===== config.mk =====
export PLATFORM = sky130hd
export DESIGN_NAME = alu_execute
export DESIGN_NICKNAME = d
export VERILOG_FILES = /design/src/cpu_pkg.sv /design/src/alu_execute.sv
export SDC_FILE = /design/constraint.sdc
export NUM_CORES = 1
export LEC_CHECK = 0
export BUFFER_PORTS_ARGS = -buffer_cell sky130_fd_sc_hd__buf_2
export CAP_MARGIN = 0
export CELL_PAD_IN_SITES_DETAIL_PLACEMENT = 0
export CELL_PAD_IN_SITES_GLOBAL_PLACEMENT = 1
export CORE_MARGIN = 2
export CORE_UTILIZATION = 36
export CTS_BUF_LIST = sky130_fd_sc_hd__clkbuf_8
export DETAILED_ROUTE_END_ITERATION = 12
export GPL_ROUTABILITY_DRIVEN = 0
export PLACE_DENSITY = 0.9
export REMOVE_ABC_BUFFERS = 1
export SETUP_SLACK_MARGIN = 0.3
export SLEW_MARGIN = 0
export SYNTH_ARGS = -nofsm -noshare
export SYNTH_HDL_FRONTEND = slang
export SYNTH_SLANG_ARGS = --single-unit

===== constraint.sdc =====
create_clock -name clk -period 4.2 [get_ports clk]
set_input_delay 0.42 -clock clk [delete_from_list [all_inputs] [get_ports clk]]
set_output_delay 0.42 -clock clk [all_outputs]
set_load 0.01 [all_outputs]

===== src/cpu_pkg.sv =====
package cpu_pkg;

    typedef logic [15:0] word_t;      // Data and instruction word
    typedef logic [2:0]  reg_addr_t;  // General register number
    typedef logic [4:0]  opcode_t;    // Instruction bits 15..11
    typedef logic [3:0]  alu_op_t;
    typedef logic [1:0]  jump_kind_t;

    // Opcode table
    localparam opcode_t OP_NOP   = 5'd0;
    localparam opcode_t OP_SETC  = 5'd1;
    localparam opcode_t OP_CLRC  = 5'd2;
    localparam opcode_t OP_NOT   = 5'd3;
    localparam opcode_t OP_INC   = 5'd4;
    localparam opcode_t OP_DEC   = 5'd5;
    localparam opcode_t OP_IN    = 5'd6;
    localparam opcode_t OP_OUT   = 5'd7;
    localparam opcode_t OP_PUSH  = 5'd8;
    localparam opcode_t OP_POP   = 5'd9;
    localparam opcode_t OP_LOAD  = 5'd10;
    localparam opcode_t OP_STORE = 5'd12;
    localparam opcode_t OP_LDM   = 5'd14;
    localparam opcode_t OP_JZ    = 5'd16;
    localparam opcode_t OP_JN    = 5'd17;
    localparam opcode_t OP_JC    = 5'd18;
    localparam opcode_t OP_JMP   = 5'd19;
    localparam opcode_t OP_MOV   = 5'd24;
    localparam opcode_t OP_ADD   = 5'd25;
    localparam opcode_t OP_SUB   = 5'd26;
    localparam opcode_t OP_AND   = 5'd28;
    localparam opcode_t OP_OR    = 5'd29;
    localparam opcode_t OP_SHL   = 5'd30;
    localparam opcode_t OP_SHR   = 5'd31;

    // ALU operations
    localparam alu_op_t ALU_NONE = 4'd0;
    localparam alu_op_t ALU_NOT  = 4'd1;
    localparam alu_op_t ALU_INC  = 4'd2;
    localparam alu_op_t ALU_DEC  = 4'd3;
    localparam alu_op_t ALU_MOV  = 4'd4;
    localparam alu_op_t ALU_ADD  = 4'd5;
    localparam alu_op_t ALU_SUB  = 4'd6;
    localparam alu_op_t ALU_AND  = 4'd7;
    localparam alu_op_t ALU_OR   = 4'd8;
    localparam alu_op_t ALU_SHL  = 4'd9;
    localparam alu_op_t ALU_SHR  = 4'd10;
    localparam alu_op_t ALU_SETC = 4'd11;
    localparam alu_op_t ALU_CLRC = 4'd12;
    localparam alu_op_t ALU_ADDR = 4'd13;  // Address pass-through
    localparam alu_op_t ALU_IMM  = 4'd14;  // Immediate pass-through

    // Conditional jump types
    localparam jump_kind_t JUMP_NONE  = 2'd0;
    localparam jump_kind_t JUMP_ZERO  = 2'd1;
    localparam jump_kind_t JUMP_NEG   = 2'd2;
    localparam jump_kind_t JUMP_CARRY = 2'd3;

    typedef enum logic {
        DEC_OPCODE,     // Expecting an opcode word
        DEC_IMMEDIATE   // Holding LDM/SHL/SHR for its immediate
    } decode_state_t;

endpackage

===== src/alu_execute.sv =====
module alu_execute (
    input  logic                clk,
    input  logic                rst,
    input  logic                ex_valid,
    input  cpu_pkg::alu_op_t    ex_alu_op,
    input  logic                ex_mem_read,
    input  logic                ex_mem_write,
    input  logic                ex_push,
    input  logic                ex_pop,
    input  logic                ex_in_port,
    input  logic                ex_out_port,
    input  cpu_pkg::jump_kind_t ex_jump_kind,
    input  logic                ex_jump_direct,
    input  logic                ex_write_back,
    input  cpu_pkg::reg_addr_t  ex_dest,
    input  cpu_pkg::word_t      ex_src_value,
    input  cpu_pkg::word_t      ex_dest_value,
    input  cpu_pkg::word_t      ex_imm,
    input  cpu_pkg::word_t      in_port,
    output logic                jump_taken,
    output cpu_pkg::word_t      redirect_target,
    output logic                mem_valid,
    output logic                mem_read,
    output logic                mem_write,
    output logic                mem_push,
    output logic                mem_pop,
    output logic                mem_out,
    output logic                mem_write_back,
    output cpu_pkg::reg_addr_t  mem_dest,
    output cpu_pkg::word_t      mem_result,
    output cpu_pkg::word_t      mem_store_value
);

    logic           zero_flag, neg_flag, carry_flag;
    cpu_pkg::word_t result;
    logic           carry_next;
    logic           zn_update, carry_update;
    logic           cond_met;

    always_comb begin
        logic [16:0] wide;  // Result with carry or borrow bit
        wide         = '0;
        result       = '0;
        carry_next   = carry_flag;
        zn_update    = 1'b1;
        carry_update = 1'b0;
        case (ex_alu_op)
            cpu_pkg::ALU_NOT: result = ~ex_dest_value;
            cpu_pkg::ALU_INC: begin
                wide         = {1'b0, ex_dest_value} + 17'd1;
                carry_update = 1'b1;
            end
            cpu_pkg::ALU_DEC: begin
                wide         = {1'b0, ex_dest_value} - 17'd1;
                carry_update = 1'b1;
            end
            cpu_pkg::ALU_MOV: result = ex_src_value;
            cpu_pkg::ALU_ADD: begin
                wide         = {1'b0, ex_dest_value} + {1'b0, ex_src_value};
                carry_update = 1'b1;
            end
            cpu_pkg::ALU_SUB: begin
                wide         = {1'b0, ex_dest_value} - {1'b0, ex_src_value};
                carry_update = 1'b1;  // Bit 16 is the borrow
            end
            cpu_pkg::ALU_AND: result = ex_dest_value & ex_src_value;
            cpu_pkg::ALU_OR:  result = ex_dest_value | ex_src_value;
            cpu_pkg::ALU_SHL: begin
                wide         = {1'b0, ex_src_value} << ex_imm[3:0];
                carry_update = 1'b1;
            end
            cpu_pkg::ALU_SHR: begin
                wide         = {ex_src_value, 1'b0} >> ex_imm[3:0];
                result       = wide[16:1];
                carry_next   = wide[0];  // Last bit out on the right
                carry_update = 1'b1;
            end
            default: zn_update = 1'b0;
        endcase
        case (ex_alu_op)
            cpu_pkg::ALU_INC, cpu_pkg::ALU_DEC, cpu_pkg::ALU_ADD,
            cpu_pkg::ALU_SUB, cpu_pkg::ALU_SHL: begin
                result     = wide[15:0];
                carry_next = wide[16];
            end
            cpu_pkg::ALU_SETC: begin
                carry_next   = 1'b1;
                carry_update = 1'b1;
            end
            cpu_pkg::ALU_CLRC: begin
                carry_next   = 1'b0;
                carry_update = 1'b1;
            end
            cpu_pkg::ALU_ADDR: result = ex_push ? ex_dest_value : ex_src_value;
            cpu_pkg::ALU_IMM:  result = ex_imm;
            default: ;
        endcase
        if (ex_in_port) begin
            result = in_port;
        end
    end

    always_comb begin
        case (ex_jump_kind)
            cpu_pkg::JUMP_ZERO:  cond_met = zero_flag;
            cpu_pkg::JUMP_NEG:   cond_met = neg_flag;
            cpu_pkg::JUMP_CARRY: cond_met = carry_flag;
            default:             cond_met = 1'b0;
        endcase
    end

    assign jump_taken      = ex_valid && (ex_jump_direct || cond_met);
    assign redirect_target = ex_dest_value;  // Target lives in the destination register

    always_ff @(posedge clk) begin
        if (rst) begin
            zero_flag      <= 1'b0;
            neg_flag       <= 1'b0;
            carry_flag     <= 1'b0;
            mem_valid      <= 1'b0;
            mem_read       <= 1'b0;
            mem_write      <= 1'b0;
            mem_push       <= 1'b0;
            mem_pop        <= 1'b0;
            mem_out        <= 1'b0;
            mem_write_back <= 1'b0;
        end else begin
            if (ex_valid && zn_update) begin
                zero_flag <= (result == '0);
                neg_flag  <= result[15];
            end
            if (ex_valid && carry_update) begin
                carry_flag <= carry_next;
            end
            mem_valid      <= ex_valid;
            mem_read       <= ex_mem_read;
            mem_write      <= ex_mem_write;
            mem_push       <= ex_push;
            mem_pop        <= ex_pop;
            mem_out        <= ex_out_port;
            mem_write_back <= ex_write_back;
        end
    end

    always_ff @(posedge clk) begin
        mem_dest        <= ex_dest;
        mem_result      <= result;
        mem_store_value <= ex_dest_value;  // Store, push and OUT data
    end

endmodule


==> results.py <==
metrics = {
    "drt": {
        "route.detailed.wl_per_inst_um": 20.6,
        "vias_per_cell": 6.17,
        "drt_wl_total_um": 21700,
        "via_count": 6486,
        "drtAntennaViolNets": 0,
        "drtPass1Iterations": 8,
        "detailedRoute.firstIterationViolations": 857,
        "route.detailed.drc": 0,
    },
    "timing": {
        "rsz0062_at_grt": "true",
        "worst_slew_margin_rel_pct": 45.9,
        "timing.clock.skew_ns": 0,
        "finalHoldViolCount": 0,
        "worst-slew-pin-transition_ns": 0.805,
        "timing.fmax_mhz": 257,
        "setup_violations": 0,
        "finalCriticalPeriod_ns": 3.89,
        "min_period_over_period_pct": 92.5,
        "final-max-slew-violation-count": 0,
    },
    "floorplanning": {
        "io_pins": 143,
        "initial_utilization_pct": 36.8,
        "floorplan.die.width_um": 126,
        "chipHeight_um": 126,
        "die_area_um2": 15800,
        "fp-row-count": 44,
        "core_area_um2": 14500,
    },
    "hold_path": {
        "hold_path_class": "input port to flip-flop",
    },
    "placement": {
        "placement.io_buffers": 142,
        "placed_cells_incl_taps": 1039,
        "dp.final_hpwl_um": 16700,
    },
    "global_routing": {
        "grt_first_pass_wirelength_um": 33200,
        "total_overflow_reported_by_the_global_router": 0,
        "pin_count_of_the_biggest_net_entering_global_routing": 34,
        "first_global_vias": 5966,
        "gr-usage-all-layers_pct": 26.4,
        "grt_antenna_before_repair": 0,
    },
    "cells_and_area": {
        "layout.filler_cells": 1466,
        "finish.cell_count_without_fillers": 1051,
        "mostFrequentLayoutCells": "sky130_fd_sc_hd__buf_2 (140), sky130_fd_sc_hd__buf_4 (82), sky130_fd_sc_hd__nor2_1 (69)",
        "area_delta_synth_final_pct": 28.4,
        "most_common_cell_after_layout_fill_and_taps_aside": "sky130_fd_sc_hd__buf_2",
        "drive_above_1_share_pct": 34.7,
        "diodes": 0,
        "final_core_util_pct": 47.2,
        "largestRegisters": "mem_result: 16 flops, mem_store_value: 16 flops, mem_dest: 3 flops",
        "finalNetCount": 968,
    },
    "critical_path": {
        "criticalPathCategory": "input port to flip-flop",
        "critical_path_required_ns": 4.44,
        "cp-start-kind": "input port",
        "endpoint_kind": "flip-flop",
        "worst-endpoint-arrival_ns": 4.12,
        "critical_path_peak_fanout": 11,
        "critical_path.cell_chain": "buf_2 > buf_4 > nor3b_2 > buf_4 > and3_4 > o21ai_2 > o31ai_2 > nor2_1 > ha_1 > a21o_1 > a21oi_2 > and2_4 > xnor2_4 > a2111oi_4 > o21ba_1 > nand4bb_1 > or3_1 > or4b_4 > o31ai_2",
        "cp_num_buf_inv": 3,
        "path_delay_family": "simple AND/OR/NAND/NOR gates",
        "crit_slowest_cell": "sky130_fd_sc_hd__or4b_4",
        "worst_path_largest_cell_delay_ns": 0.52,
    },
    "clock_tree": {
        "clock_tree.htree_level_count": 2,
        "cts-root-buf": "sky130_fd_sc_hd__clkbuf_8",
        "clock_tree_from_tritoncts": "built",
        "cts_inserted_buffers": 5,
        "post_cts_hold_buffer_count": 0,
        "cts.sinks": 45,
        "clock_path_buffers": 2,
        "clk_latency_ns": 0.31,
        "clock_pin_slew_worst_setup_and_hold_paths_ns": 0.09,
    },
    "power": {
        "power_per_cell_area_nw_per_um2": 215,
        "finalPower_mw": 1.47,
        "worst_ir_drop_vdd_uv": 128,
        "p_leak_nw": 3.11,
    },
    "synth": {
        "yosysWarnings": 0,
        "leading_register_cell_type_out_of_synthesis": "sky130_fd_sc_hd__dfxtp_1",
        "sequential_fraction_of_the_synthesis_area_pct": 16.9,
        "post_synth_inst_count": 712,
        "flip_flop_and_latch_count_after_synthesis": 45,
        "synthDistinctLibCells": 72,
        "number_of_flops_mapped_to_enable_cells_by_yosys": 0,
        "syn-mean-instance-area_um2": 7.48,
        "syn_area_um2": 5320,
        "synth-async-reset-ratio_pct": 0,
    },
    "run": {
        "total_of_max_cap_violations": 0,
    },
    "run_status": {
        "outcome": "finished clean",
    },
}
-- where the power goes --
group	total (mW)	internal (mW)	switching, mW
clock	0.282	0.120	0.161
combinational	0.724	0.307	0.417
sequential	0.468	0.460	0.00746
-- worst reg2reg max path, stage by stage (launching register included) --
cell	delay, ns
sky130_fd_sc_hd__dfxtp_1	0.35
sky130_fd_sc_hd__or3b_2	0.45
sky130_fd_sc_hd__o31ai_2	0.07
-- layer usage --
| layer | GRT usage, % | vias to the layer above | share of wire (%) |
|---|---|---|---|
| met5 | 0 | - | 0 |
| met4 | 12.2 | 0 | 5.2 |
| met3 | 4.49 | 92 | 13 |
| met2 | 39.0 | 472 | 42 |
| met1 | 37.4 | 2968 | 40 |
| li1 | - | 2954 | - |
-- cell type report --
cell class | instances | area (um^2) | area share [%]
clock buffer | 5 | 68.8 | 1.01
multi-input combinational | 563 | 4130 | 60.3
tap | 184 | 230 | 3.37
inverter | 25 | 101 | 1.48
timing repair buffer | 226 | 1390 | 20.3
clock inverter | 3 | 25.0 | 0.366
sequential | 45 | 901 | 13.2
-- per-stage QoR --
| stage | hold WS [ns] | instance area (um^2) | setup TNS (ns) | setup slack [ns] |
|---|---|---|---|---|
| global placement | 0.483 | 6470 | -0.105 | -0.105 |
| CTS | 0.190 | 6640 | 0 | 0.308 |
| finish | 0.204 | 6840 | 0 | 0.314 |
| global route | 0.182 | 6840 | 0 | 0.129 |
| detailed placement | 0.492 | 6470 | -0.162 | -0.162 |
| floorplan | 0.448 | 4900 | 0 | 0.130 |
-- what timing repair did --
action | 4_1_cts | 5_1_grt
resized for setup | 19 | 39
pin swaps | 8 | 23
setup buffers | 1 | 3
endpoints found under the hold margin | 0 | 0
setup endpoints to repair | 1 | 2
-- cells by family after synthesis --
group | after synthesis | synth area share (%)
AOI/OAI and AO/OA | 227 | 29.7
DFF | 45 | 16.9
and+or+nand+nor | 243 | 22.8
muxes | 63 | 14.6
buffers and inverters | 104 | 9.64
xor gates and xnor gates | 12 | 1.97
adders and majority gates | 18 | 4.37
-- Yosys cell counts, drive strengths merged, types with 11 or more instances --
cell | instances | area [um^2]
inv | 24 | 90.1
nor3 | 21 | 105
a21oi | 52 | 260
mux2i | 42 | 420
a221oi | 21 | 190
clkbuf | 40 | 150
nor2 | 70 | 263
ha | 17 | 213
o21ai | 40 | 200
nand3 | 12 | 65.1
dfxtp | 45 | 901
mux2 | 11 | 124
nor2b | 17 | 106
nand2 | 60 | 225
buf | 39 | 269
a21o | 14 | 105
a211oi | 13 | 97.6
-- final timing paths --
check                           slack, ns          end  cells after the start            start
worst max-delay path                 0.31    zero_flag                     19  ex_src_value[2]
worst min register to register       0.51     neg_flag                      2         neg_flag
worst max register to register       3.26    zero_flag                      2        zero_flag
worst min-delay path                 0.20  mem_dest[2]                      1       ex_dest[2]
Note: power is estimated with default switching activity, not from simulation.
