[src/cpu_pkg.sv]
package cpu_pkg;

    typedef logic [15:0] word_t;      // Data and instruction word
    typedef logic [2:0]  reg_addr_t;  // General register number
    typedef logic [4:0]  opcode_t;    // Instruction bits 15..11
    typedef logic [3:0]  alu_op_t;
    typedef logic [1:0]  jump_kind_t;

    // Opcode table
    localparam opcode_t OP_NOP   = 5'd0;
    localparam opcode_t OP_SETC  = 5'd1;
    localparam opcode_t OP_CLRC  = 5'd2;
    localparam opcode_t OP_NOT   = 5'd3;
    localparam opcode_t OP_INC   = 5'd4;
    localparam opcode_t OP_DEC   = 5'd5;
    localparam opcode_t OP_IN    = 5'd6;
    localparam opcode_t OP_OUT   = 5'd7;
    localparam opcode_t OP_PUSH  = 5'd8;
    localparam opcode_t OP_POP   = 5'd9;
    localparam opcode_t OP_LOAD  = 5'd10;
    localparam opcode_t OP_STORE = 5'd12;
    localparam opcode_t OP_LDM   = 5'd14;
    localparam opcode_t OP_JZ    = 5'd16;
    localparam opcode_t OP_JN    = 5'd17;
    localparam opcode_t OP_JC    = 5'd18;
    localparam opcode_t OP_JMP   = 5'd19;
    localparam opcode_t OP_MOV   = 5'd24;
    localparam opcode_t OP_ADD   = 5'd25;
    localparam opcode_t OP_SUB   = 5'd26;
    localparam opcode_t OP_AND   = 5'd28;
    localparam opcode_t OP_OR    = 5'd29;
    localparam opcode_t OP_SHL   = 5'd30;
    localparam opcode_t OP_SHR   = 5'd31;

    // ALU operations
    localparam alu_op_t ALU_NONE = 4'd0;
    localparam alu_op_t ALU_NOT  = 4'd1;
    localparam alu_op_t ALU_INC  = 4'd2;
    localparam alu_op_t ALU_DEC  = 4'd3;
    localparam alu_op_t ALU_MOV  = 4'd4;
    localparam alu_op_t ALU_ADD  = 4'd5;
    localparam alu_op_t ALU_SUB  = 4'd6;
    localparam alu_op_t ALU_AND  = 4'd7;
    localparam alu_op_t ALU_OR   = 4'd8;
    localparam alu_op_t ALU_SHL  = 4'd9;
    localparam alu_op_t ALU_SHR  = 4'd10;
    localparam alu_op_t ALU_SETC = 4'd11;
    localparam alu_op_t ALU_CLRC = 4'd12;
    localparam alu_op_t ALU_ADDR = 4'd13;  // Address pass-through
    localparam alu_op_t ALU_IMM  = 4'd14;  // Immediate pass-through

    // Conditional jump types
    localparam jump_kind_t JUMP_NONE  = 2'd0;
    localparam jump_kind_t JUMP_ZERO  = 2'd1;
    localparam jump_kind_t JUMP_NEG   = 2'd2;
    localparam jump_kind_t JUMP_CARRY = 2'd3;

    typedef enum logic {
        DEC_OPCODE,     // Expecting an opcode word
        DEC_IMMEDIATE   // Holding LDM/SHL/SHR for its immediate
    } decode_state_t;

endpackage
[src/control_decode.sv]
module control_decode (
    input  logic                   clk,
    input  logic                   rst,
    input  cpu_pkg::word_t         instr,
    input  logic                   instr_valid,
    input  logic                   jump_taken,
    input  cpu_pkg::word_t         src_value,
    input  cpu_pkg::word_t         dest_value,
    output cpu_pkg::reg_addr_t     src_addr,
    output cpu_pkg::reg_addr_t     dest_addr,
    output logic                   ex_valid,
    output cpu_pkg::alu_op_t       ex_alu_op,
    output logic                   ex_mem_read,
    output logic                   ex_mem_write,
    output logic                   ex_push,
    output logic                   ex_pop,
    output logic                   ex_in_port,
    output logic                   ex_out_port,
    output cpu_pkg::jump_kind_t    ex_jump_kind,
    output logic                   ex_jump_direct,
    output logic                   ex_write_back,
    output cpu_pkg::reg_addr_t     ex_dest,
    output cpu_pkg::word_t         ex_src_value,
    output cpu_pkg::word_t         ex_dest_value,
    output cpu_pkg::word_t         ex_imm
);

    cpu_pkg::decode_state_t state;
    cpu_pkg::word_t         held_word;  // Opcode word waiting for its immediate
    cpu_pkg::word_t         active;
    cpu_pkg::opcode_t       opcode;
    cpu_pkg::alu_op_t       dec_alu_op;
    cpu_pkg::jump_kind_t    dec_jump_kind;
    logic dec_mem_read, dec_mem_write, dec_push, dec_pop;
    logic dec_in, dec_out, dec_direct, dec_write_back;
    logic needs_imm;
    logic issue;

    assign active    = (state == cpu_pkg::DEC_IMMEDIATE) ? held_word : instr;
    assign opcode    = active[15:11];
    assign dest_addr = active[10:8];
    assign src_addr  = active[7:5];

    assign needs_imm = (opcode == cpu_pkg::OP_LDM) || (opcode == cpu_pkg::OP_SHL) ||
                       (opcode == cpu_pkg::OP_SHR);
    // Immediate ops issue only once their second word shows up
    assign issue = instr_valid && !jump_taken &&
                   ((state == cpu_pkg::DEC_IMMEDIATE) || !needs_imm);

    always_comb begin
        dec_alu_op    = cpu_pkg::ALU_NONE;
        dec_jump_kind = cpu_pkg::JUMP_NONE;
        dec_mem_read  = 1'b0;
        dec_mem_write = 1'b0;
        dec_push      = 1'b0;
        dec_pop       = 1'b0;
        dec_in        = 1'b0;
        dec_out       = 1'b0;
        dec_direct    = 1'b0;
        case (opcode)
            cpu_pkg::OP_NOP:   dec_alu_op = cpu_pkg::ALU_NONE;
            cpu_pkg::OP_SETC:  dec_alu_op = cpu_pkg::ALU_SETC;
            cpu_pkg::OP_CLRC:  dec_alu_op = cpu_pkg::ALU_CLRC;
            cpu_pkg::OP_NOT:   dec_alu_op = cpu_pkg::ALU_NOT;
            cpu_pkg::OP_INC:   dec_alu_op = cpu_pkg::ALU_INC;
            cpu_pkg::OP_DEC:   dec_alu_op = cpu_pkg::ALU_DEC;
            cpu_pkg::OP_IN:    dec_in = 1'b1;
            cpu_pkg::OP_OUT:   dec_out = 1'b1;
            cpu_pkg::OP_PUSH: begin
                dec_push   = 1'b1;
                dec_alu_op = cpu_pkg::ALU_ADDR;
            end
            cpu_pkg::OP_POP: begin
                dec_pop      = 1'b1;
                dec_mem_read = 1'b1;
                dec_alu_op   = cpu_pkg::ALU_ADDR;
            end
            cpu_pkg::OP_LOAD: begin
                dec_mem_read = 1'b1;
                dec_alu_op   = cpu_pkg::ALU_ADDR;
            end
            cpu_pkg::OP_STORE: begin
                dec_mem_write = 1'b1;
                dec_alu_op    = cpu_pkg::ALU_ADDR;
            end
            cpu_pkg::OP_LDM:   dec_alu_op = cpu_pkg::ALU_IMM;
            cpu_pkg::OP_JZ:    dec_jump_kind = cpu_pkg::JUMP_ZERO;
            cpu_pkg::OP_JN:    dec_jump_kind = cpu_pkg::JUMP_NEG;
            cpu_pkg::OP_JC:    dec_jump_kind = cpu_pkg::JUMP_CARRY;
            cpu_pkg::OP_JMP:   dec_direct = 1'b1;
            cpu_pkg::OP_MOV:   dec_alu_op = cpu_pkg::ALU_MOV;
            cpu_pkg::OP_ADD:   dec_alu_op = cpu_pkg::ALU_ADD;
            cpu_pkg::OP_SUB:   dec_alu_op = cpu_pkg::ALU_SUB;
            cpu_pkg::OP_AND:   dec_alu_op = cpu_pkg::ALU_AND;
            cpu_pkg::OP_OR:    dec_alu_op = cpu_pkg::ALU_OR;
            cpu_pkg::OP_SHL:   dec_alu_op = cpu_pkg::ALU_SHL;
            cpu_pkg::OP_SHR:   dec_alu_op = cpu_pkg::ALU_SHR;
            default:           dec_alu_op = cpu_pkg::ALU_NONE;  // Unused codes act as NOP
        endcase
        dec_write_back = (dec_alu_op != cpu_pkg::ALU_NONE || dec_mem_read || dec_in) &&
                         !dec_mem_write && !dec_push &&
                         dec_alu_op != cpu_pkg::ALU_SETC && dec_alu_op != cpu_pkg::ALU_CLRC;
    end

    always_ff @(posedge clk) begin
        if (rst) begin
            state          <= cpu_pkg::DEC_OPCODE;
            ex_valid       <= 1'b0;
            ex_alu_op      <= cpu_pkg::ALU_NONE;
            ex_mem_read    <= 1'b0;
            ex_mem_write   <= 1'b0;
            ex_push        <= 1'b0;
            ex_pop         <= 1'b0;
            ex_in_port     <= 1'b0;
            ex_out_port    <= 1'b0;
            ex_jump_kind   <= cpu_pkg::JUMP_NONE;
            ex_jump_direct <= 1'b0;
            ex_write_back  <= 1'b0;
        end else begin
            if (jump_taken) begin
                state <= cpu_pkg::DEC_OPCODE;  // Drop a pending immediate op
            end else if (instr_valid) begin
                if (state == cpu_pkg::DEC_OPCODE && needs_imm) begin
                    state <= cpu_pkg::DEC_IMMEDIATE;
                end else begin
                    state <= cpu_pkg::DEC_OPCODE;
                end
            end
            ex_valid       <= issue;
            ex_alu_op      <= dec_alu_op;
            ex_mem_read    <= dec_mem_read;
            ex_mem_write   <= dec_mem_write;
            ex_push        <= dec_push;
            ex_pop         <= dec_pop;
            ex_in_port     <= dec_in;
            ex_out_port    <= dec_out;
            ex_jump_kind   <= dec_jump_kind;
            ex_jump_direct <= dec_direct;
            ex_write_back  <= dec_write_back;
        end
    end

    always_ff @(posedge clk) begin
        if (instr_valid && state == cpu_pkg::DEC_OPCODE) begin
            held_word <= instr;
        end
        ex_dest       <= dest_addr;
        ex_src_value  <= src_value;
        ex_dest_value <= dest_value;
        ex_imm        <= instr;  // Second word of an immediate pair
    end

endmodule

[config.mk]
export PLATFORM = sky130hd
export DESIGN_NAME = control_decode
export DESIGN_NICKNAME = d
export VERILOG_FILES = /design/src/cpu_pkg.sv /design/src/control_decode.sv
export SDC_FILE = /design/constraint.sdc
export NUM_CORES = 1
export LEC_CHECK = 0
export BUFFER_PORTS_ARGS = -buffer_cell sky130_fd_sc_hd__buf_4
export CAP_MARGIN = 20
export CORE_MARGIN = 4
export CORE_UTILIZATION = 26
export DETAILED_ROUTE_END_ITERATION = 6
export GPL_ROUTABILITY_DRIVEN = 0
export PLACE_DENSITY_LB_ADDON = 0.12
export SETUP_SLACK_MARGIN = 0.3
export SYNTH_ARGS = -nofsm -noshare
export SYNTH_HDL_FRONTEND = slang
export SYNTH_SLANG_ARGS = --single-unit
[constraint.sdc]
create_clock -name clk -period 1.6 [get_ports clk]
set_input_delay 0.16 -clock clk [delete_from_list [all_inputs] [get_ports clk]]
set_output_delay 0.16 -clock clk [all_outputs]
set_load 0.02 [all_outputs]
==> results of run 1 <==
## layer usage
| metal | wire length (µm) | share of wire (%) | vias up | GRT usage, % |
|---|---|---|---|---|
| met4 | 95 | 1.4 | 0 | 4.25 |
| met2 | 3130 | 47 | 95 | 20.7 |
| li1 | - | - | 949 | - |
| met3 | 796 | 12 | 11 | 8.03 |
| met1 | 2590 | 39 | 927 | 15.1 |
| met5 | 0 | 0 | - | 0 |
## synth_stat cells, drive strengths merged
library cell / number / area, µm²
a211oi: 3 / 22.5
a21o: 1 / 7.51
a21oi: 5 / 25.0
a221oi: 1 / 8.76
a22oi: 2 / 15.0
a311oi: 1 / 8.76
buf: 5 / 37.5
clkbuf: 1 / 3.75
dfxtp: 67 / 1340
edfxtp: 11 / 330
mux2: 11 / 128
mux2i: 6 / 85.1
nand2: 6 / 22.5
nand2b: 1 / 6.26
nand3: 3 / 15.0
nand4b: 1 / 8.76
nor2: 7 / 36.3
nor2b: 1 / 6.26
nor3: 4 / 20.0
nor4: 4 / 25.0
nor4b: 2 / 23.8
o211ai: 1 / 7.51
o21ai: 5 / 25.0
o221ai: 1 / 8.76
o311a: 1 / 10.0
o311ai: 1 / 8.76
## state kept, by name (all words and copies together), names as in the netlist
| register | count |
|---|---|
| state | 1 |
| ex_push | 1 |
| ex_valid | 1 |
| ex_out_port | 1 |
| held_word | 11 |
| ex_write_back | 1 |
| ex_pop | 1 |
| ex_alu_op | 4 |
| ex_imm | 16 |
| ex_src_value | 16 |
| ex_dest | 3 |
| ex_dest_value | 16 |
| ex_jump_direct | 1 |
| ex_in_port | 1 |
| ex_mem_write | 1 |
| ex_mem_read | 1 |
| ex_jump_kind | 2 |
## cells by family after synthesis
| logic type | synth area share [%] |
|---|---|
| DFF | 74.7 |
| AOI/OAI and AO/OA | 6.60 |
| muxes | 9.51 |
| buffers and inverters | 1.85 |
| and+or+nand+nor | 7.33 |
## path summary, 6_finish.rpt
kind / start / to / slack (ns) / cells after the start
min: instr[15] / held_word[15]$_DFFE_PP_ / 0.03 / 1
max reg2reg: state$_SDFFE_PP0P_ / ex_alu_op[3]$_SDFF_PP0_ / 0.10 / 5
min reg2reg: held_word[8]$_DFFE_PP_ / ex_dest[0]$_DFF_P_ / 0.51 / 1
max: state$_SDFFE_PP0P_ / ex_alu_op[3]$_SDFF_PP0_ / 0.10 / 5
## per-stage QoR
| stage | power, mW | instances |
|---|---|---|
| final | 4.39 | 461 |
| after global routing | 4.59 | 461 |
| after CTS | 4.43 | 461 |
| after detailed placement | 2.67 | 386 |
| after global placement | 2.67 | 386 |
| after floorplan | 2.38 | 152 |
## worst register-to-register path, cell delays in order (launching register included)
cell      delay, ns
dfxtp_4        0.40
buf_4          0.15
mux2_4         0.34
nor2_4         0.15
a22oi_1        0.12
a221oi_2       0.26
## report_power, final
| group | internal [mW] | leakage (nW) | switching, mW |
|---|---|---|---|
| Clock | 0.880 | 0.110 | 0.723 |
| Combinational | 0.365 | 1.12 | 0.305 |
| Sequential | 2.08 | 0.669 | 0.0320 |
## layout make-up
type / count / area [µm²] / share of cell area (%)
sequential: 78 / 1680 / 38.7
timing repair buffer: 194 / 1630 / 37.7
multi-input combinational: 68 / 677 / 15.6
tap: 105 / 131 / 3.03
clock buffer: 10 / 128 / 2.95
clock inverter: 6 / 87.6 / 2.02
## repair_timing
item	4_1_cts	5_1_grt
setup endpoints to repair	22	22
buffers inserted	10	0
hold buffers	49	0
pin swaps	5	3
resized for setup	33	7
endpoints found under the hold margin	56	0
==> impl_metrics.env, run 1 <==
export IMPL_slowest_stage="dfxtp_4"
export IMPL_yosysWarnings=0
export IMPL_fin_setup_tns_ns=0
export IMPL_numCtsBuffers=9
export IMPL_portBuffers=123
export IMPL_start_util_pct=27.0
export IMPL_maxCapViolCount=0
export IMPL_end_kind="flip-flop"
export IMPL_cts_tree="built"
export IMPL_setup_violations=0
export IMPL_slew_headroom_pct=78.1
export IMPL_finalCritPeriodShare_pct=93.7
export IMPL_grtUsageTotal_pct=13.3
export IMPL_grt_max_degree=15
export IMPL_clockBufferDepth=2
export IMPL_power_density_nw_per_um2=1010
export IMPL_first_iter_violations=32
export IMPL_final_common_cell="buf_4"
export IMPL_drv_slew=0
export IMPL_nets=403
export IMPL_pin_count=124
export IMPL_rsz0062_at_grt="true"
export IMPL_coreArea_um2=8300
export IMPL_finalWirelength_mm=6.61
export IMPL_outcome="finished, final reports clean"
export IMPL_peakVddDrop_mv=0.669
export IMPL_cp_cell_sequence="buf_4 > mux2_4 > nor2_4 > a22oi_1 > a221oi_2"
export IMPL_max_clock_freq_mhz=667
export IMPL_fin_area_um2=4330
export IMPL_post_place_ws_ns=-0.0372
export IMPL_synth_seq_cells=78
export IMPL_synthCells=152
export IMPL_antenna_found_initial=0
export IMPL_grt_pass1_wl_mm=10.4
export IMPL_post_route_util_pct=52.2
export IMPL_dp_hpwl_mm=4.38
export IMPL_criticalPathCategory="reg -> reg"
export IMPL_critPathRequiredTime_ns=1.85
export IMPL_route_detailed_drc=0
export IMPL_drtAntennaViolNets=0
export IMPL_critPathLaunchType="flip-flop"
export IMPL_finClkSkew_ns=0.00795
export IMPL_dieHeight_um=101
export IMPL_dieWidth_um=101
export IMPL_ys_seq_area_share_pct=74.7
export IMPL_grt_pass1_vias=2139
export IMPL_timing_hold_worst_class="in -> reg"
export IMPL_hold_viol=0
export IMPL_viasPerCell=4.30
export IMPL_cp_arrival_ns=1.75
export IMPL_worst_slew_pin_slew_ns=0.321
export IMPL_finalCriticalPeriod_ns=1.50
export IMPL_syn2layout_area_growth_pct=93.6
export IMPL_path_max_fanout=6
export IMPL_insertedDiodeCount=0
export IMPL_critPathTopFamily="flip-flops"
export IMPL_wl_per_cell_um=14.3
export IMPL_fillCellCount=705
export IMPL_clock_sinks=78
export IMPL_rows=33
export IMPL_die_area_um2=10200
export IMPL_hold_slack_ns=0.0303
export IMPL_overflow=0
export IMPL_placed_cell_area_um2=3360
export IMPL_setup_slack_ns=0.101
export IMPL_clkSlewWorstSetupHoldPaths_ns=0.08
export IMPL_synth_area_um2=2240
export IMPL_final_cell_mix="buf_4, dfxtp_1, dlygate4sd3_1, edfxtp_1, buf_6"
export IMPL_root_buffer="clkbuf_8"
export IMPL_vias=1982
export IMPL_clkLatencyLatePin_ns=0.35
export IMPL_cp_slowest_stage_delay_ns=0.40
export IMPL_synth_fp_nets=204
export IMPL_avgSynthCellArea_um2=14.7
export IMPL_critPathBufInv=1
export IMPL_drive_above_1_share_pct=54.8
export IMPL_first_pass_iters=4
export IMPL_leakagePower_nw=1.90
export IMPL_ys_types=33
export IMPL_htreeDepth=3
No activity file was read; power rests on OpenSTA's default activity.
==> run 2: changes to the inputs <==
--- a/config.mk
+++ b/config.mk
@@ -8,7 +8,7 @@
 export BUFFER_PORTS_ARGS = -buffer_cell sky130_fd_sc_hd__buf_4
 export CAP_MARGIN = 20
 export CORE_MARGIN = 4
-export CORE_UTILIZATION = 26
+export CORE_UTILIZATION = 36
 export DETAILED_ROUTE_END_ITERATION = 6
 export GPL_ROUTABILITY_DRIVEN = 0
 export PLACE_DENSITY_LB_ADDON = 0.12
==> run 2 against run 1 <==
Sequential power is essentially flat. Global-route usage rose by 4.4 points. Largest power group unchanged. Highest routed layer unchanged. Final area shrank 0.72%.
==> impl_metrics.env, run 2 (synthesis gave the netlist of run 1 again) <==
export IMPL_outcome="finished, final reports clean"
export IMPL_hold_viol=0
export IMPL_peakVddDrop_mv=0.631
export IMPL_grt_pass1_vias=2028
export IMPL_coreArea_um2=5990
export IMPL_dp_cells=353
export IMPL_wl_met3_um=388
export IMPL_slowest_stage="dfxtp_4"
export IMPL_fillCellCount=422
export IMPL_vias=1959
export IMPL_worst_slew_pin_slew_ns=0.384
export IMPL_first_iter_violations=101
export IMPL_fin_cells=433
export IMPL_end_kind="flip-flop"
export IMPL_cts_tree="built"
export IMPL_rows=28
export IMPL_numCtsBuffers=9
export IMPL_clkLatencyLatePin_ns=0.34
export IMPL_portBuffers=123
export IMPL_final_common_cell="buf_4"
export IMPL_pin_count=124
export IMPL_first_pass_iters=4
export IMPL_finalWirelength_mm=6.45
export IMPL_dp_hpwl_mm=3.78
export IMPL_start_util_pct=37.3
export IMPL_wl_met2_mm=3.50
export IMPL_critPathBufInv=1
export IMPL_syn2layout_area_growth_pct=92.2
export IMPL_overflow=0
export IMPL_power_density_nw_per_um2=980
export IMPL_r2r_setup_slack_ns=0.09
export IMPL_reg_largest_list="ex_dest_value x16, ex_imm x16, ex_src_value x16"
export IMPL_cp_slowest_stage_delay_ns=0.40
export IMPL_root_buffer="clkbuf_8"
export IMPL_clkSlewWorstSetupHoldPaths_ns=0.08
export IMPL_wl_met1_mm=2.47
export IMPL_insertedDiodeCount=0
export IMPL_finalCritPeriodShare_pct=94.3
export IMPL_grt_max_degree=14
export IMPL_route_detailed_drc=0
export IMPL_clock_sinks=78
export IMPL_highest_layer="met4"
export IMPL_antenna_found_initial=0
export IMPL_fin_area_um2=4300
export IMPL_rsz0062_at_grt="true"
export IMPL_criticalPathCategory="reg -> reg"
export IMPL_post_route_util_pct=71.8
export IMPL_wl_per_cell_um=14.9
export IMPL_htreeDepth=3
export IMPL_clockBufferDepth=2
export IMPL_r2r_cells=5
export IMPL_maxCapViolCount=0
export IMPL_cp_cell_sequence="buf_6 > mux2i_4 > nor2_4 > o311a_1 > nor4b_2"
export IMPL_max_clock_freq_mhz=663
export IMPL_placed_cell_area_um2=3290
export IMPL_final_cell_mix="buf_4, dfxtp_1, dlygate4sd3_1, buf_6, edfxtp_1"
export IMPL_grt_pass1_wl_mm=10.1
export IMPL_critPathLaunchType="flip-flop"
export IMPL_leakagePower_nw=1.90
export IMPL_drive_above_1_share_pct=55.9
export IMPL_path_depth=5
export IMPL_nets=405
export IMPL_finalCriticalPeriod_ns=1.51
export IMPL_timing_hold_worst_class="in -> reg"
export IMPL_slew_headroom_pct=73.9
export IMPL_critPathTopFamily="flip-flops"
export IMPL_finClkSkew_ns=0.00584
export IMPL_path_max_fanout=6
export IMPL_dieWidth_um=86.8
export IMPL_cp_arrival_ns=1.76
export IMPL_viasPerCell=4.52
export IMPL_hold_depth=1
export IMPL_critPathRequiredTime_ns=1.85
export IMPL_grtUsageTotal_pct=17.7
export IMPL_drtAntennaViolNets=0
export IMPL_drv_slew=0
export IMPL_die_area_um2=7540
export IMPL_setup_violations=0
export IMPL_dieHeight_um=86.8
-- run 2: layer usage --
layer	up-vias	track usage [%]
li1	946	-
met1	937	20.4
met2	68	30.6
met3	8	4.66
met4	0	7.51
met5	-	0
-- run 2: timing repair --
| item | in CTS | in global routing |
|---|---|---|
| endpoints found under the setup margin | 22 | 22 |
| hold buffers | 49 | 0 |
| cloned | 1 | 0 |
| gates resized for setup | 39 | 10 |
| pin swaps | 8 | 1 |
| buffers inserted | 12 | 2 |
| endpoints found under the hold margin | 55 | 0 |
-- run 2: worst register-to-register path, cell delays in order (launching register included) --
cell,delay (ns)
dfxtp_4,0.40
buf_6,0.14
mux2i_4,0.30
nor2_4,0.07
o311a_1,0.30
nor4b_2,0.21
-- run 2: stage by stage --
step | power (mW) | TNS (ns) | hold slack, ns | setup slack, ns
after floorplan | 2.38 | 0 | 0.188 | 0.170
after global placement | 2.66 | 0 | 0.264 | 0.0155
after detailed placement | 2.66 | -0.0240 | 0.265 | -0.0202
after CTS | 4.23 | 0 | 0.000684 | 0.0920
after global routing | 4.39 | 0 | 0.0131 | 0.0280
final | 4.21 | 0 | 0.0237 | 0.0911
-- run 2: layout make-up --
type	count	area, µm²	share of cell area [%]
Clock buffer	10	128	2.97
Clock inverter	6	62.6	1.45
Multi-Input combinational cell	69	702	16.3
Sequential cell	78	1680	39.0
Timing Repair Buffer	195	1640	38.1
Tap cell	75	93.8	2.18
-- run 2: path summary, 6_finish.rpt --
path / start / to
setup reg to reg: state$_SDFFE_PP0P_ / ex_write_back$_SDFF_PP0_
hold reg to reg: held_word[8]$_DFFE_PP_ / ex_dest[0]$_DFF_P_
setup / recovery: state$_SDFFE_PP0P_ / ex_write_back$_SDFF_PP0_
hold / removal: instr[5] / held_word[5]$_DFFE_PP_
-- run 2: report_power, final --
part	leakage, nW	total (mW)	switching, mW	internal [mW]
clock network	0.100	1.42	0.702	0.719
registers	0.669	2.12	0.0321	2.08
logic	1.13	0.679	0.311	0.368
total	1.90	4.21	1.04	3.17
