`config.mk`:
```
export PLATFORM = sky130hd
export DESIGN_NAME = register_file
export DESIGN_NICKNAME = d
export VERILOG_FILES = /design/src/cpu_pkg.sv /design/src/register_file.sv
export SDC_FILE = /design/constraint.sdc
export NUM_CORES = 1
export LEC_CHECK = 0
export BUFFER_PORTS_ARGS = -buffer_cell sky130_fd_sc_hd__buf_2
export CAP_MARGIN = 20
export CORE_ASPECT_RATIO = 1.4
export CORE_MARGIN = 1.5
export CORE_UTILIZATION = 29
export CTS_CLUSTER_SIZE = 30
export DETAILED_ROUTE_END_ITERATION = 16
export MAX_ROUTING_LAYER = met4
export SETUP_SLACK_MARGIN = 0.1
export SLEW_MARGIN = 20
export SYNTH_ARGS = -nofsm -noshare
export SYNTH_HDL_FRONTEND = slang
export SYNTH_SLANG_ARGS = --single-unit
```
`constraint.sdc`:
```
create_clock -name clk -period 6.35 [get_ports clk]
set_input_delay 1.905 -clock clk [delete_from_list [all_inputs] [get_ports clk]]
set_output_delay 1.905 -clock clk [all_outputs]
set_load 0.05 [all_outputs]
```
`src/cpu_pkg.sv`:
```
package cpu_pkg;

    typedef logic [15:0] word_t;      // Data and instruction word
    typedef logic [2:0]  reg_addr_t;  // General register number
    typedef logic [4:0]  opcode_t;    // Instruction bits 15..11
    typedef logic [3:0]  alu_op_t;
    typedef logic [1:0]  jump_kind_t;

    // Opcode table
    localparam opcode_t OP_NOP   = 5'd0;
    localparam opcode_t OP_SETC  = 5'd1;
    localparam opcode_t OP_CLRC  = 5'd2;
    localparam opcode_t OP_NOT   = 5'd3;
    localparam opcode_t OP_INC   = 5'd4;
    localparam opcode_t OP_DEC   = 5'd5;
    localparam opcode_t OP_IN    = 5'd6;
    localparam opcode_t OP_OUT   = 5'd7;
    localparam opcode_t OP_PUSH  = 5'd8;
    localparam opcode_t OP_POP   = 5'd9;
    localparam opcode_t OP_LOAD  = 5'd10;
    localparam opcode_t OP_STORE = 5'd12;
    localparam opcode_t OP_LDM   = 5'd14;
    localparam opcode_t OP_JZ    = 5'd16;
    localparam opcode_t OP_JN    = 5'd17;
    localparam opcode_t OP_JC    = 5'd18;
    localparam opcode_t OP_JMP   = 5'd19;
    localparam opcode_t OP_MOV   = 5'd24;
    localparam opcode_t OP_ADD   = 5'd25;
    localparam opcode_t OP_SUB   = 5'd26;
    localparam opcode_t OP_AND   = 5'd28;
    localparam opcode_t OP_OR    = 5'd29;
    localparam opcode_t OP_SHL   = 5'd30;
    localparam opcode_t OP_SHR   = 5'd31;

    // ALU operations
    localparam alu_op_t ALU_NONE = 4'd0;
    localparam alu_op_t ALU_NOT  = 4'd1;
    localparam alu_op_t ALU_INC  = 4'd2;
    localparam alu_op_t ALU_DEC  = 4'd3;
    localparam alu_op_t ALU_MOV  = 4'd4;
    localparam alu_op_t ALU_ADD  = 4'd5;
    localparam alu_op_t ALU_SUB  = 4'd6;
    localparam alu_op_t ALU_AND  = 4'd7;
    localparam alu_op_t ALU_OR   = 4'd8;
    localparam alu_op_t ALU_SHL  = 4'd9;
    localparam alu_op_t ALU_SHR  = 4'd10;
    localparam alu_op_t ALU_SETC = 4'd11;
    localparam alu_op_t ALU_CLRC = 4'd12;
    localparam alu_op_t ALU_ADDR = 4'd13;  // Address pass-through
    localparam alu_op_t ALU_IMM  = 4'd14;  // Immediate pass-through

    // Conditional jump types
    localparam jump_kind_t JUMP_NONE  = 2'd0;
    localparam jump_kind_t JUMP_ZERO  = 2'd1;
    localparam jump_kind_t JUMP_NEG   = 2'd2;
    localparam jump_kind_t JUMP_CARRY = 2'd3;

    typedef enum logic {
        DEC_OPCODE,     // Expecting an opcode word
        DEC_IMMEDIATE   // Holding LDM/SHL/SHR for its immediate
    } decode_state_t;

endpackage
```
`src/register_file.sv`:
```
module register_file (
    input  logic               clk,
    input  logic               rst,
    input  cpu_pkg::reg_addr_t src_addr,
    input  cpu_pkg::reg_addr_t dest_addr,
    input  logic               wb_enable,
    input  cpu_pkg::reg_addr_t wb_addr,
    input  cpu_pkg::word_t     wb_data,
    output cpu_pkg::word_t     src_value,
    output cpu_pkg::word_t     dest_value
);

    cpu_pkg::word_t regs [8];

    always_ff @(posedge clk) begin
        if (rst) begin
            for (int i = 0; i < 8; i++) begin
                regs[i] <= '0;
            end
        end else if (wb_enable) begin
            regs[wb_addr] <= wb_data;
        end
    end

    // Write-through so a reader sees this cycle's write
    assign src_value  = (wb_enable && wb_addr == src_addr)  ? wb_data : regs[src_addr];
    assign dest_value = (wb_enable && wb_addr == dest_addr) ? wb_data : regs[dest_addr];

endmodule

```
==> results of run 1 <==
[logic make-up after synthesis]
family | after synthesis
XOR/XNOR | 6
multiplexers | 128
AND/OR/NAND/NOR | 151
flip-flops | 128
buffers and inverters | 32
[cell type report]
type | instances | area (um^2) | area share (%)
timing repair buffer | 72 | 443 | 5.06
antenna | 1 | 2.50 | 0.0286
sequential | 128 | 3840 | 43.9
clock buffer | 18 | 429 | 4.90
clock inverter | 14 | 214 | 2.44
tap | 319 | 399 | 4.56
multi-input combinational | 285 | 3430 | 39.1
[cell usage in the layout (no fill, tap or decap)]
cell type and count:
and2_1 128, nand2_1 1, diode_2 1, nor2_1 2
nand4_1 2, xnor2_1 6, clkinvlp_4 5, buf_12 4
clkinv_4 1, mux2_2 53, clkbuf_1 1, nor2_2 4
inv_6 1, or2_2 8, nand3b_1 1, clkinv_1 1
buf_2 59, nor3_2 2, edfxtp_1 128, nand2b_1 2
mux4_2 4, or3b_2 1, clkinv_2 1, bufinv_16 5
mux2_4 11, mux4_1 60, buf_4 9, clkbuf_16 17
[critical path, delay by kind of cell]
| kind | cells | cell delay [ns] |
|---|---|---|
| multiplexers | 3 | 1.16 |
| buffers and inverters | 3 | 0.70 |
[how the worst max path moves through the flow]
stage | slack, ns | end
final | 0.67 | dest_value[1]
after floorplan | 1.08 | dest_value[0]
after detailed placement | 0.69 | dest_value[1]
after CTS | 0.69 | dest_value[1]
after global placement | 0.70 | dest_value[13]
after global routing | 0.65 | dest_value[1]
[per-layer routing]
layer | GRT usage (%) | vias to the layer above | wire, um
met5 | - | - | 0
met4 | 5.87 | 0 | 201
met3 | 3.23 | 21 | 1360
met2 | 27.0 | 161 | 10300
met1 | 17.9 | 2200 | 7940
li1 | - | 1898 | -
[power by group through the flow]
stage	registers, uW	logic, uW	clock network, uW
2_1_floorplan	1010	314	0
3_3_place_gp	1020	416	0
3_5_place_dp	1020	419	0
4_1_cts	1010	421	1070
5_1_grt	1010	438	1100
6_report	1010	416	1060
[through the flow]
stage | instance area, um^2 | hold WS (ns) | instances | setup WS, ns | power (uW)
5_1_grt | 8760 | 1.88 | 837 | 0.645 | 2550
3_5_place_dp | 8120 | 2.29 | 804 | 0.688 | 1440
3_3_place_gp | 8120 | 2.29 | 804 | 0.697 | 1430
2_1_floorplan | 7450 | 2.10 | 445 | 1.08 | 1330
6_report | 8760 | 1.87 | 837 | 0.675 | 2480
4_1_cts | 8760 | 1.86 | 836 | 0.688 | 2500
==> results.rst, run 1 <==
.. list-table::
   :header-rows: 1

   * - Metric
     - Value
   * - Result of the run
     - completed
   * - Worst IR Drop VDD
     - 0.131 mV
   * - Master of the slowest instance on the critical path
     - mux4_1
   * - Largest registers
     - regs: 128 flops
   * - Leakage power figure
     - 0.00327 uW
   * - Fillers
     - 2406
   * - Ratio of final minimum period to clock period
     - 89.4%
   * - Transition time at the pin with the least slew margin
     - 1.06 ns
   * - Die outline width
     - 138 um
   * - Fraction of the core area covered by cells at the end of the flow
     - 34.6%
   * - Power share of the sequential group
     - 40.6%
   * - Most area-consuming cells after synthesis
     - edfxtp_1, mux4_1, and2_1, mux2_2, mux2_4
   * - Wire length per cell after detailed routing
     - 23.7 um
   * - Cell types with the highest counts after synthesis
     - and2_1, edfxtp_1, mux4_1, mux2_2, clkbuf_1
   * - CTS H-tree depth
     - 4
   * - Compound-gate portion of the synthesized area
     - 0%
   * - Effective utilization at floorplan
     - 29.5%
   * - Drt total wl
     - 19.8 mm
   * - Simple-gate share of the synthesized area
     - 12.5%
   * - Die height
     - 193 um
   * - Number of flops mapped to enable cells by yosys
     - 128
   * - Resized cells post-CTS
     - 0
   * - Max-capacitance violation count
     - 0
   * - Antenna violations before repair
     - 1
   * - Hold violation total from the final report
     - 0
   * - Wire length of the first global-routing pass
     - 29.1 mm
   * - # DRC
     - 0
   * - I/O pin count
     - 60
   * - Share of synthesized flip-flops with an asynchronous set or reset
     - 0%
   * - Num rows
     - 69
   * - Main combinational cell family by area after synthesis
     - multiplexers
   * - Fraction of final layout cells sized beyond drive strength 1
     - 35.8%
   * - Share of the synthesized area in the top cell type
     - 51.6%
   * - Clock transition at the register clock pins on the worst setup and hold paths after CTS
     - 0.06 ns
   * - Pre-Repair DR Iteration Count
     - 4
   * - Startpoint of the most critical hold path
     - wb_data[1]
   * - Maximum operating frequency
     - 0.176 GHz
   * - Net count of the mapped netlist
     - 473
   * - Min-delay worst type
     - input pin to register
   * - Register with the highest flop count
     - regs
   * - Fraction of the yosys area taken by sequential cells
     - 51.6%
   * - Power spent charging and discharging nets
     - 639 uW
   * - Average instance area after synthesis
     - 16.7 um^2
   * - Number of vias after detailed routing
     - 4280
   * - Endpoint, Worst Hold
     - regs[2][1]
   * - Number of global-route vias before repair
     - 4819
   * - Headroom to the max-slew limit
     - 29.2%
   * - Remaining antenna violation count after routing
     - 0
   * - Number of storage elements in the synthesis netlist
     - 128
   * - Setup total negative slack
     - 0 ns
   * - Critical Path, Cell by Cell
     - buf_2 > buf_12 > mux4_1 > mux2_2 > mux2_2 > buf_2
   * - Core area
     - 25300 um^2
   * - Number of pins exceeding their max-slew limit in the final report
     - 0
   * - Post-Synth Adder-Cell Area
     - 0%
   * - Number of unique standard cell types used by synthesis
     - 20
   * - Number of buffers between clock root and the deepest sink
     - 2
   * - Final net count
     - 532
   * - First DRT Iteration DRCs
     - 390
   * - # Post-CTS Setup Buffers
     - 0
   * - Hold buffer count at CTS
     - 0
   * - Largest fanout on the critical path
     - 21
   * - Flip-flop cell with the highest count after synthesis
     - edfxtp_1
   * - Clock share of power
     - 42.7%
   * - Number of instances in the synthesized netlist
     - 445
   * - Port Buffer Count
     - 59
   * - Final GP Congestion
     - 0.764
   * - Cell accounting for the most synthesized area
     - edfxtp_1
   * - Final count of negative-setup-slack endpoints
     - 0
   * - Pin count of the biggest net entering global routing
     - 34
   * - Total global-route track usage
     - 15.6%
   * - Xor and xnor fraction of the mapped netlist area
     - 0.705%
   * - Total CTS buffers
     - 17
   * - Die area
     - 26700 um^2
   * - Biggest cell delay along the critical path
     - 0.58 ns
   * - Setup crit start kind
     - input pin
   * - RSZ-0062 raised after global routing
     - false
   * - Cell-internal power
     - 1840 uW
   * - Crit path launch
     - dest_addr[0]
   * - Remaining global-route overflow
     - 0
   * - Ratio of total power to cell area
     - 283 nW/um^2
   * - Number of vias per cell
     - 5.11
   * - CP required
     - 4.45 ns
   * - Clock tree from TritonCTS
     - built
   * - Min cycle time layout
     - 5.68 ns
   * - Capturing element type of the critical path
     - output pin
   * - Worst Setup Path Type
     - input pin to output pin
   * - Placed wire-length estimate after detailed placement
     - 11.5 mm
   * - Switching Fraction
     - 25.7%
   * - Area grow syn2layout
     - 17.5%
   * - Comb power frac
     - 16.7%
   * - Max reg flops
     - 128
   * - Number of clock sinks
     - 128
   * - Synth Cell Area
     - 7450 um^2
   * - Mux share of post-synthesis cell area
     - 32.6%
   * - Worst Hold Depth
     - 2
   * - Library cell used as clock root buffer
     - clkbuf_16
   * - WP data arrival
     - 3.77 ns
   * - YS warnings
     - 0
Note: power is estimated with default switching activity, not from simulation.
==> run 2, diff against run 1 <==
Settings changed: CORE_ASPECT_RATIO 1.4 to 0.6, CORE_UTILIZATION 29 to 65, PLACE_DENSITY from default to 0.86.
==> run 2 against run 1 <==
Compared with the run above:
- combinational power fell by 1%
- clock-buffer cell count did not move
- critical path depth did not move
- fmax fell by 2.2%
- hold slack improved by 0.0028 ns
- wire length fell by 5.3%
- critical path type unchanged
- critical endpoint is now dest_value[7]
==> results.rst, run 2 (same netlist as run 1, synthesis figures left out) <==
.. list-table::
   :header-rows: 1

   * - Metric
     - Value
   * - Result of the run
     - completed
   * - Final std cell area, no fill
     - 8550 um^2
   * - Register with the highest flop count
     - regs
   * - Pre-CTS setup slack
     - 0.562 ns
   * - Final antenna diode count
     - 0
   * - Fraction of final layout cells sized beyond drive strength 1
     - 35.2%
   * - Placed wire-length estimate after detailed placement
     - 10.6 mm
   * - Worst IR Drop VDD
     - 0.222 mV
   * - Total CTS buffers
     - 17
   * - Largest fanout on the critical path
     - 22
   * - Leakage power figure
     - 0.00330 uW
   * - Min cycle time layout
     - 5.80 ns
   * - Setup crit start kind
     - input pin
   * - Clock transition at the register clock pins on the worst setup and hold paths after CTS
     - 0.06 ns
   * - # DRC
     - 0
   * - Wire length per cell after detailed routing
     - 28.2 um
   * - Number of global-route vias before repair
     - 4561
   * - Final worst slack
     - 0.550 ns
   * - RSZ-0062 raised after global routing
     - false
   * - Max reg flops
     - 128
   * - Headroom to the max-slew limit
     - 43.1%
   * - Effective utilization at floorplan
     - 66.4%
   * - Worst Setup Path Type
     - input pin to output pin
   * - WP data arrival
     - 3.90 ns
   * - Antenna violations before repair
     - 1
   * - Capturing element type of the critical path
     - output pin
   * - Critical Path, Cell by Cell
     - buf_2 > buf_12 > mux4_1 > mux2_2 > mux2_2 > buf_2
   * - Final net count
     - 535
   * - Number of vias after detailed routing
     - 4615
   * - Post-placement cell area
     - 7880 um^2
   * - Min-delay worst type
     - input pin to register
   * - Die height
     - 85.9 um
   * - Combined flip-flop and latch cell area
     - 3840 um^2
   * - Remaining antenna violation count after routing
     - 0
   * - Resized cells post-CTS
     - 0
   * - Commonest cells after routing, fill and taps aside
     - and2_1, edfxtp_1, mux4_1, buf_2, mux2_2
   * - Ratio of final minimum period to clock period
     - 91.3%
   * - # Post-CTS Setup Buffers
     - 0
   * - Largest registers
     - regs: 128 flops
   * - Drt total wl
     - 18.7 mm
   * - Die area
     - 12100 um^2
   * - Core area
     - 11200 um^2
   * - Port Buffer Count
     - 59
   * - Transition time at the pin with the least slew margin
     - 0.854 ns
   * - Number of vias per cell
     - 6.95
   * - Master of the slowest instance on the critical path
     - mux4_1
   * - CP Buf/Inv Count
     - 3
   * - Final count of negative-setup-slack endpoints
     - 0
   * - I/O pin count
     - 60
   * - Biggest cell delay along the critical path
     - 0.59 ns
   * - Maximum operating frequency
     - 0.172 GHz
   * - Max-capacitance violation count
     - 0
   * - Pre-Repair DR Iteration Count
     - 7
   * - First DRT Iteration DRCs
     - 513
   * - Die outline width
     - 141 um
   * - Number of pins exceeding their max-slew limit in the final report
     - 0
   * - Area grow syn2layout
     - 14.7%
   * - Cell type group with the largest total delay on the critical path
     - multiplexers
   * - Ratio of total power to cell area
     - 295 nW/um^2
   * - Hold buffer count at CTS
     - 0
   * - Remaining global-route overflow
     - 0
   * - Number of buffers between clock root and the deepest sink
     - 2
   * - Num rows
     - 30
   * - CP required
     - 4.45 ns
   * - Final GP Congestion
     - 0.789
   * - Number of clock sinks
     - 128
   * - CTS H-tree depth
     - 4
   * - Fillers
     - 635
   * - Pin count of the biggest net entering global routing
     - 34
   * - Clock tree from TritonCTS
     - built
   * - Fraction of the core area covered by cells at the end of the flow
     - 76.2%
   * - Multi-input logic area
     - 3410 um^2
   * - Hold violation total from the final report
     - 0
   * - Library cell used as clock root buffer
     - clkbuf_16
   * - Setup total negative slack
     - 0 ns
   * - Wire length of the first global-routing pass
     - 27.5 mm
   * - Total global-route track usage
     - 33.5%
run 2: changes by cell type in the layout (fill, tap and decap cells not counted), moves of 2 or more:
cell / delta
clkinvlp_4: -3
buf_4: +5
nor2_1: +4
buf_12: -2
nor2_2: -4
clkinv_4: +3
run 2: per-stage QoR:
step	std cells	hold slack [ns]	power, uW
2_1_floorplan	445	2.10	1330
3_3_place_gp	632	2.29	1420
3_5_place_dp	632	2.30	1430
4_1_cts	664	1.87	2530
5_1_grt	664	1.89	2580
6_report	664	1.87	2520
run 2: power breakdown:
part / switching (uW) / internal, uW
clock network: 365 / 736
registers: 26.2 / 985
logic: 249 / 163
run 2: cell type report:
type / instances / share of cell area, %
clock buffer: 18 / 5.02
clock inverter: 14 / 2.80
multi-input combinational: 285 / 40.0
sequential: 128 / 45.0
tap: 144 / 2.11
timing repair buffer: 75 / 5.15
run 2: final timing paths:
| path | cells past startpoint | slack, ns | start | endpoint |
|---|---|---|---|---|
| worst max-delay path | 6 | 0.55 | dest_addr[0] | dest_value[7] |
| worst min-delay path | 2 | 1.87 | wb_data[15] | regs[7][15] |
run 2: metal layers:
layer	track usage, %	wire length (um)	up-vias
met5	-	0	-
met4	14.0	443	0
met3	5.64	1820	52
met2	51.6	9100	332
met1	45.3	7380	2323
li1	-	-	1908
==> run 3, diff against run 2 <==
Settings changed: CTS_BUF_LIST from default to sky130_fd_sc_hd__clkbuf_8.
==> run 3 against run 2 <==
Compared with the run above:
- non-clock buffer count unchanged
- utilization fell by 1.7 points
- largest cell class unchanged
- die area unchanged
==> results.rst, run 3 (same netlist as run 1, synthesis figures left out) <==
.. list-table::
   :header-rows: 1

   * - Metric
     - Value
   * - Met1 WL
     - 7.29 mm
   * - Effective utilization at floorplan
     - 66.4%
   * - Worst IR Drop VDD
     - 0.188 mV
   * - Ratio of final minimum period to clock period
     - 91.0%
   * - Number of global-route vias before repair
     - 4548
   * - Switching Fraction
     - 27.0%
   * - WP data arrival
     - 3.87 ns
   * - Number of pins exceeding their max-slew limit in the final report
     - 0
   * - Total CTS buffers
     - 17
   * - Library cell used as clock root buffer
     - clkbuf_8
   * - Sum of met2 wire segment lengths after detailed routing
     - 8.91 mm
   * - Hold buffer count at CTS
     - 0
   * - RSZ-0062 raised after global routing
     - false
   * - Maximum operating frequency
     - 0.173 GHz
   * - First DRT Iteration DRCs
     - 440
   * - Fraction of final layout cells sized beyond drive strength 1
     - 35.2%
   * - Clock tree from TritonCTS
     - built
   * - Worst Hold Depth
     - 2
   * - Min cycle time layout
     - 5.78 ns
   * - Number of clock sinks
     - 128
   * - Clock transition at the register clock pins on the worst setup and hold paths after CTS
     - 0.08 ns
   * - Final net count
     - 535
   * - Wire length on met3
     - 1.93 mm
   * - Commonest cells after routing, fill and taps aside
     - and2_1, edfxtp_1, mux4_1, buf_2, mux2_2
   * - Remaining antenna violation count after routing
     - 0
   * - Final GP Congestion
     - 0.789
   * - Setup total negative slack
     - 0 ns
   * - Highest routed layer
     - met4
   * - I/O pin count
     - 60
   * - Setup crit start kind
     - input pin
   * - Min-delay worst type
     - input pin to register
   * - # DRC
     - 0
   * - Die outline width
     - 141 um
   * - Worst Setup Path Type
     - input pin to output pin
   * - Leakage power figure
     - 0.00321 uW
   * - Resized cells post-CTS
     - 0
   * - Total global-route track usage
     - 33.0%
   * - Final antenna diode count
     - 0
   * - Pre-Repair DR Iteration Count
     - 6
   * - Startpoint of the most critical hold path
     - wb_data[2]
   * - Wire length per cell after detailed routing
     - 27.8 um
   * - Die area
     - 12100 um^2
   * - Cell-internal power
     - 1650 uW
   * - Transition time at the pin with the least slew margin
     - 0.862 ns
   * - Largest registers
     - regs: 128 flops
   * - Number of vias after detailed routing
     - 4532
   * - CTS H-tree depth
     - 4
   * - Headroom to the max-slew limit
     - 42.5%
   * - Power share of the sequential group
     - 44.6%
   * - Port Buffer Count
     - 59
   * - Comb power frac
     - 18.2%
   * - Design Power
     - 2260 uW
   * - CP required
     - 4.45 ns
   * - Drt total wl
     - 18.5 mm
   * - Final count of negative-setup-slack endpoints
     - 0
   * - Power spent charging and discharging nets
     - 611 uW
   * - Area grow syn2layout
     - 12.1%
   * - Register with the highest flop count
     - regs
   * - Ratio of total power to cell area
     - 271 nW/um^2
   * - Capturing element type of the critical path
     - output pin
   * - Largest fanout on the critical path
     - 22
   * - Hold violation total from the final report
     - 0
   * - Pin count of the biggest net entering global routing
     - 34
   * - Result of the run
     - completed
   * - Clock share of power
     - 37.2%
   * - # Post-CTS Setup Buffers
     - 0
   * - Crit path launch
     - dest_addr[0]
   * - Max-capacitance violation count
     - 0
   * - Wire length of the first global-routing pass
     - 27.0 mm
   * - Remaining global-route overflow
     - 0
   * - Antenna violations before repair
     - 1
   * - Num rows
     - 30
   * - Die height
     - 85.9 um
   * - Endpoint, Worst Hold
     - regs[2][2]
   * - Number of vias per cell
     - 6.83
   * - Number of buffers between clock root and the deepest sink
     - 2
   * - Core area
     - 11200 um^2
   * - Max reg flops
     - 128
   * - Placed wire-length estimate after detailed placement
     - 10.6 mm
[run 3: changes by cell type in the layout (fill, tap and decap cells not counted)]
cell / before / now
clkbuf_1: 1 / 0
clkbuf_8: 0 / 17
inv_1: 0 / 1
clkbuf_16: 17 / 0
[run 3: worst max-delay path, cell delays in order]
cell and delay (ns):
buf_2 0.35, buf_12 0.26, mux4_1 0.58, mux2_2 0.29, mux2_2 0.26, buf_2 0.21
[run 3: area by class of cell]
type                       count  area, um^2
fill                         661        2870
timing repair buffer          75         440
clock inverter                15         243
tap                          144         180
sequential                   128        3840
clock buffer                  17         234
multi-input combinational    285        3410
[run 3: layer usage]
| layer | vias to the layer above | GRT usage, % |
|---|---|---|
| met5 | - | - |
| met4 | 0 | 13.8 |
| met3 | 46 | 6.09 |
| met2 | 312 | 50.8 |
| met1 | 2272 | 44.3 |
| li1 | 1902 | - |
[run 3: worst max path at each step]
stage                     to  slack, ns  depth (start not counted)
2_1_floorplan  dest_value[0]       1.08                          5
6_report       dest_value[2]       0.57                          6
3_3_place_gp   dest_value[2]       0.61                          6
4_1_cts        dest_value[2]       0.57                          6
5_1_grt        dest_value[3]       0.53                          6
3_5_place_dp   dest_value[2]       0.56                          6
[run 3: power groups by stage]
stage                     sequential [uW]  clock (uW)  combinational, uW
after floorplan                      1010           0                314
after global placement               1020           0                401
after detailed placement             1030           0                408
after CTS                            1010         841                410
after global routing                 1010         874                428
final                                1010         841                411
[run 3: per-stage QoR]
step / hold slack, ns / worst slack (ns) / cells / util (%) / instance area, um^2
after floorplan: 2.10 / 1.08 / 445 / - / 7450
after global placement: 2.29 / 0.612 / 632 / 70.2 / 7880
after detailed placement: 2.30 / 0.562 / 632 / 70.2 / 7880
after CTS: 1.83 / 0.566 / 664 / 74.4 / 8360
after global routing: 1.85 / 0.526 / 664 / 74.4 / 8360
final: 1.84 / 0.573 / 664 / 74.4 / 8360
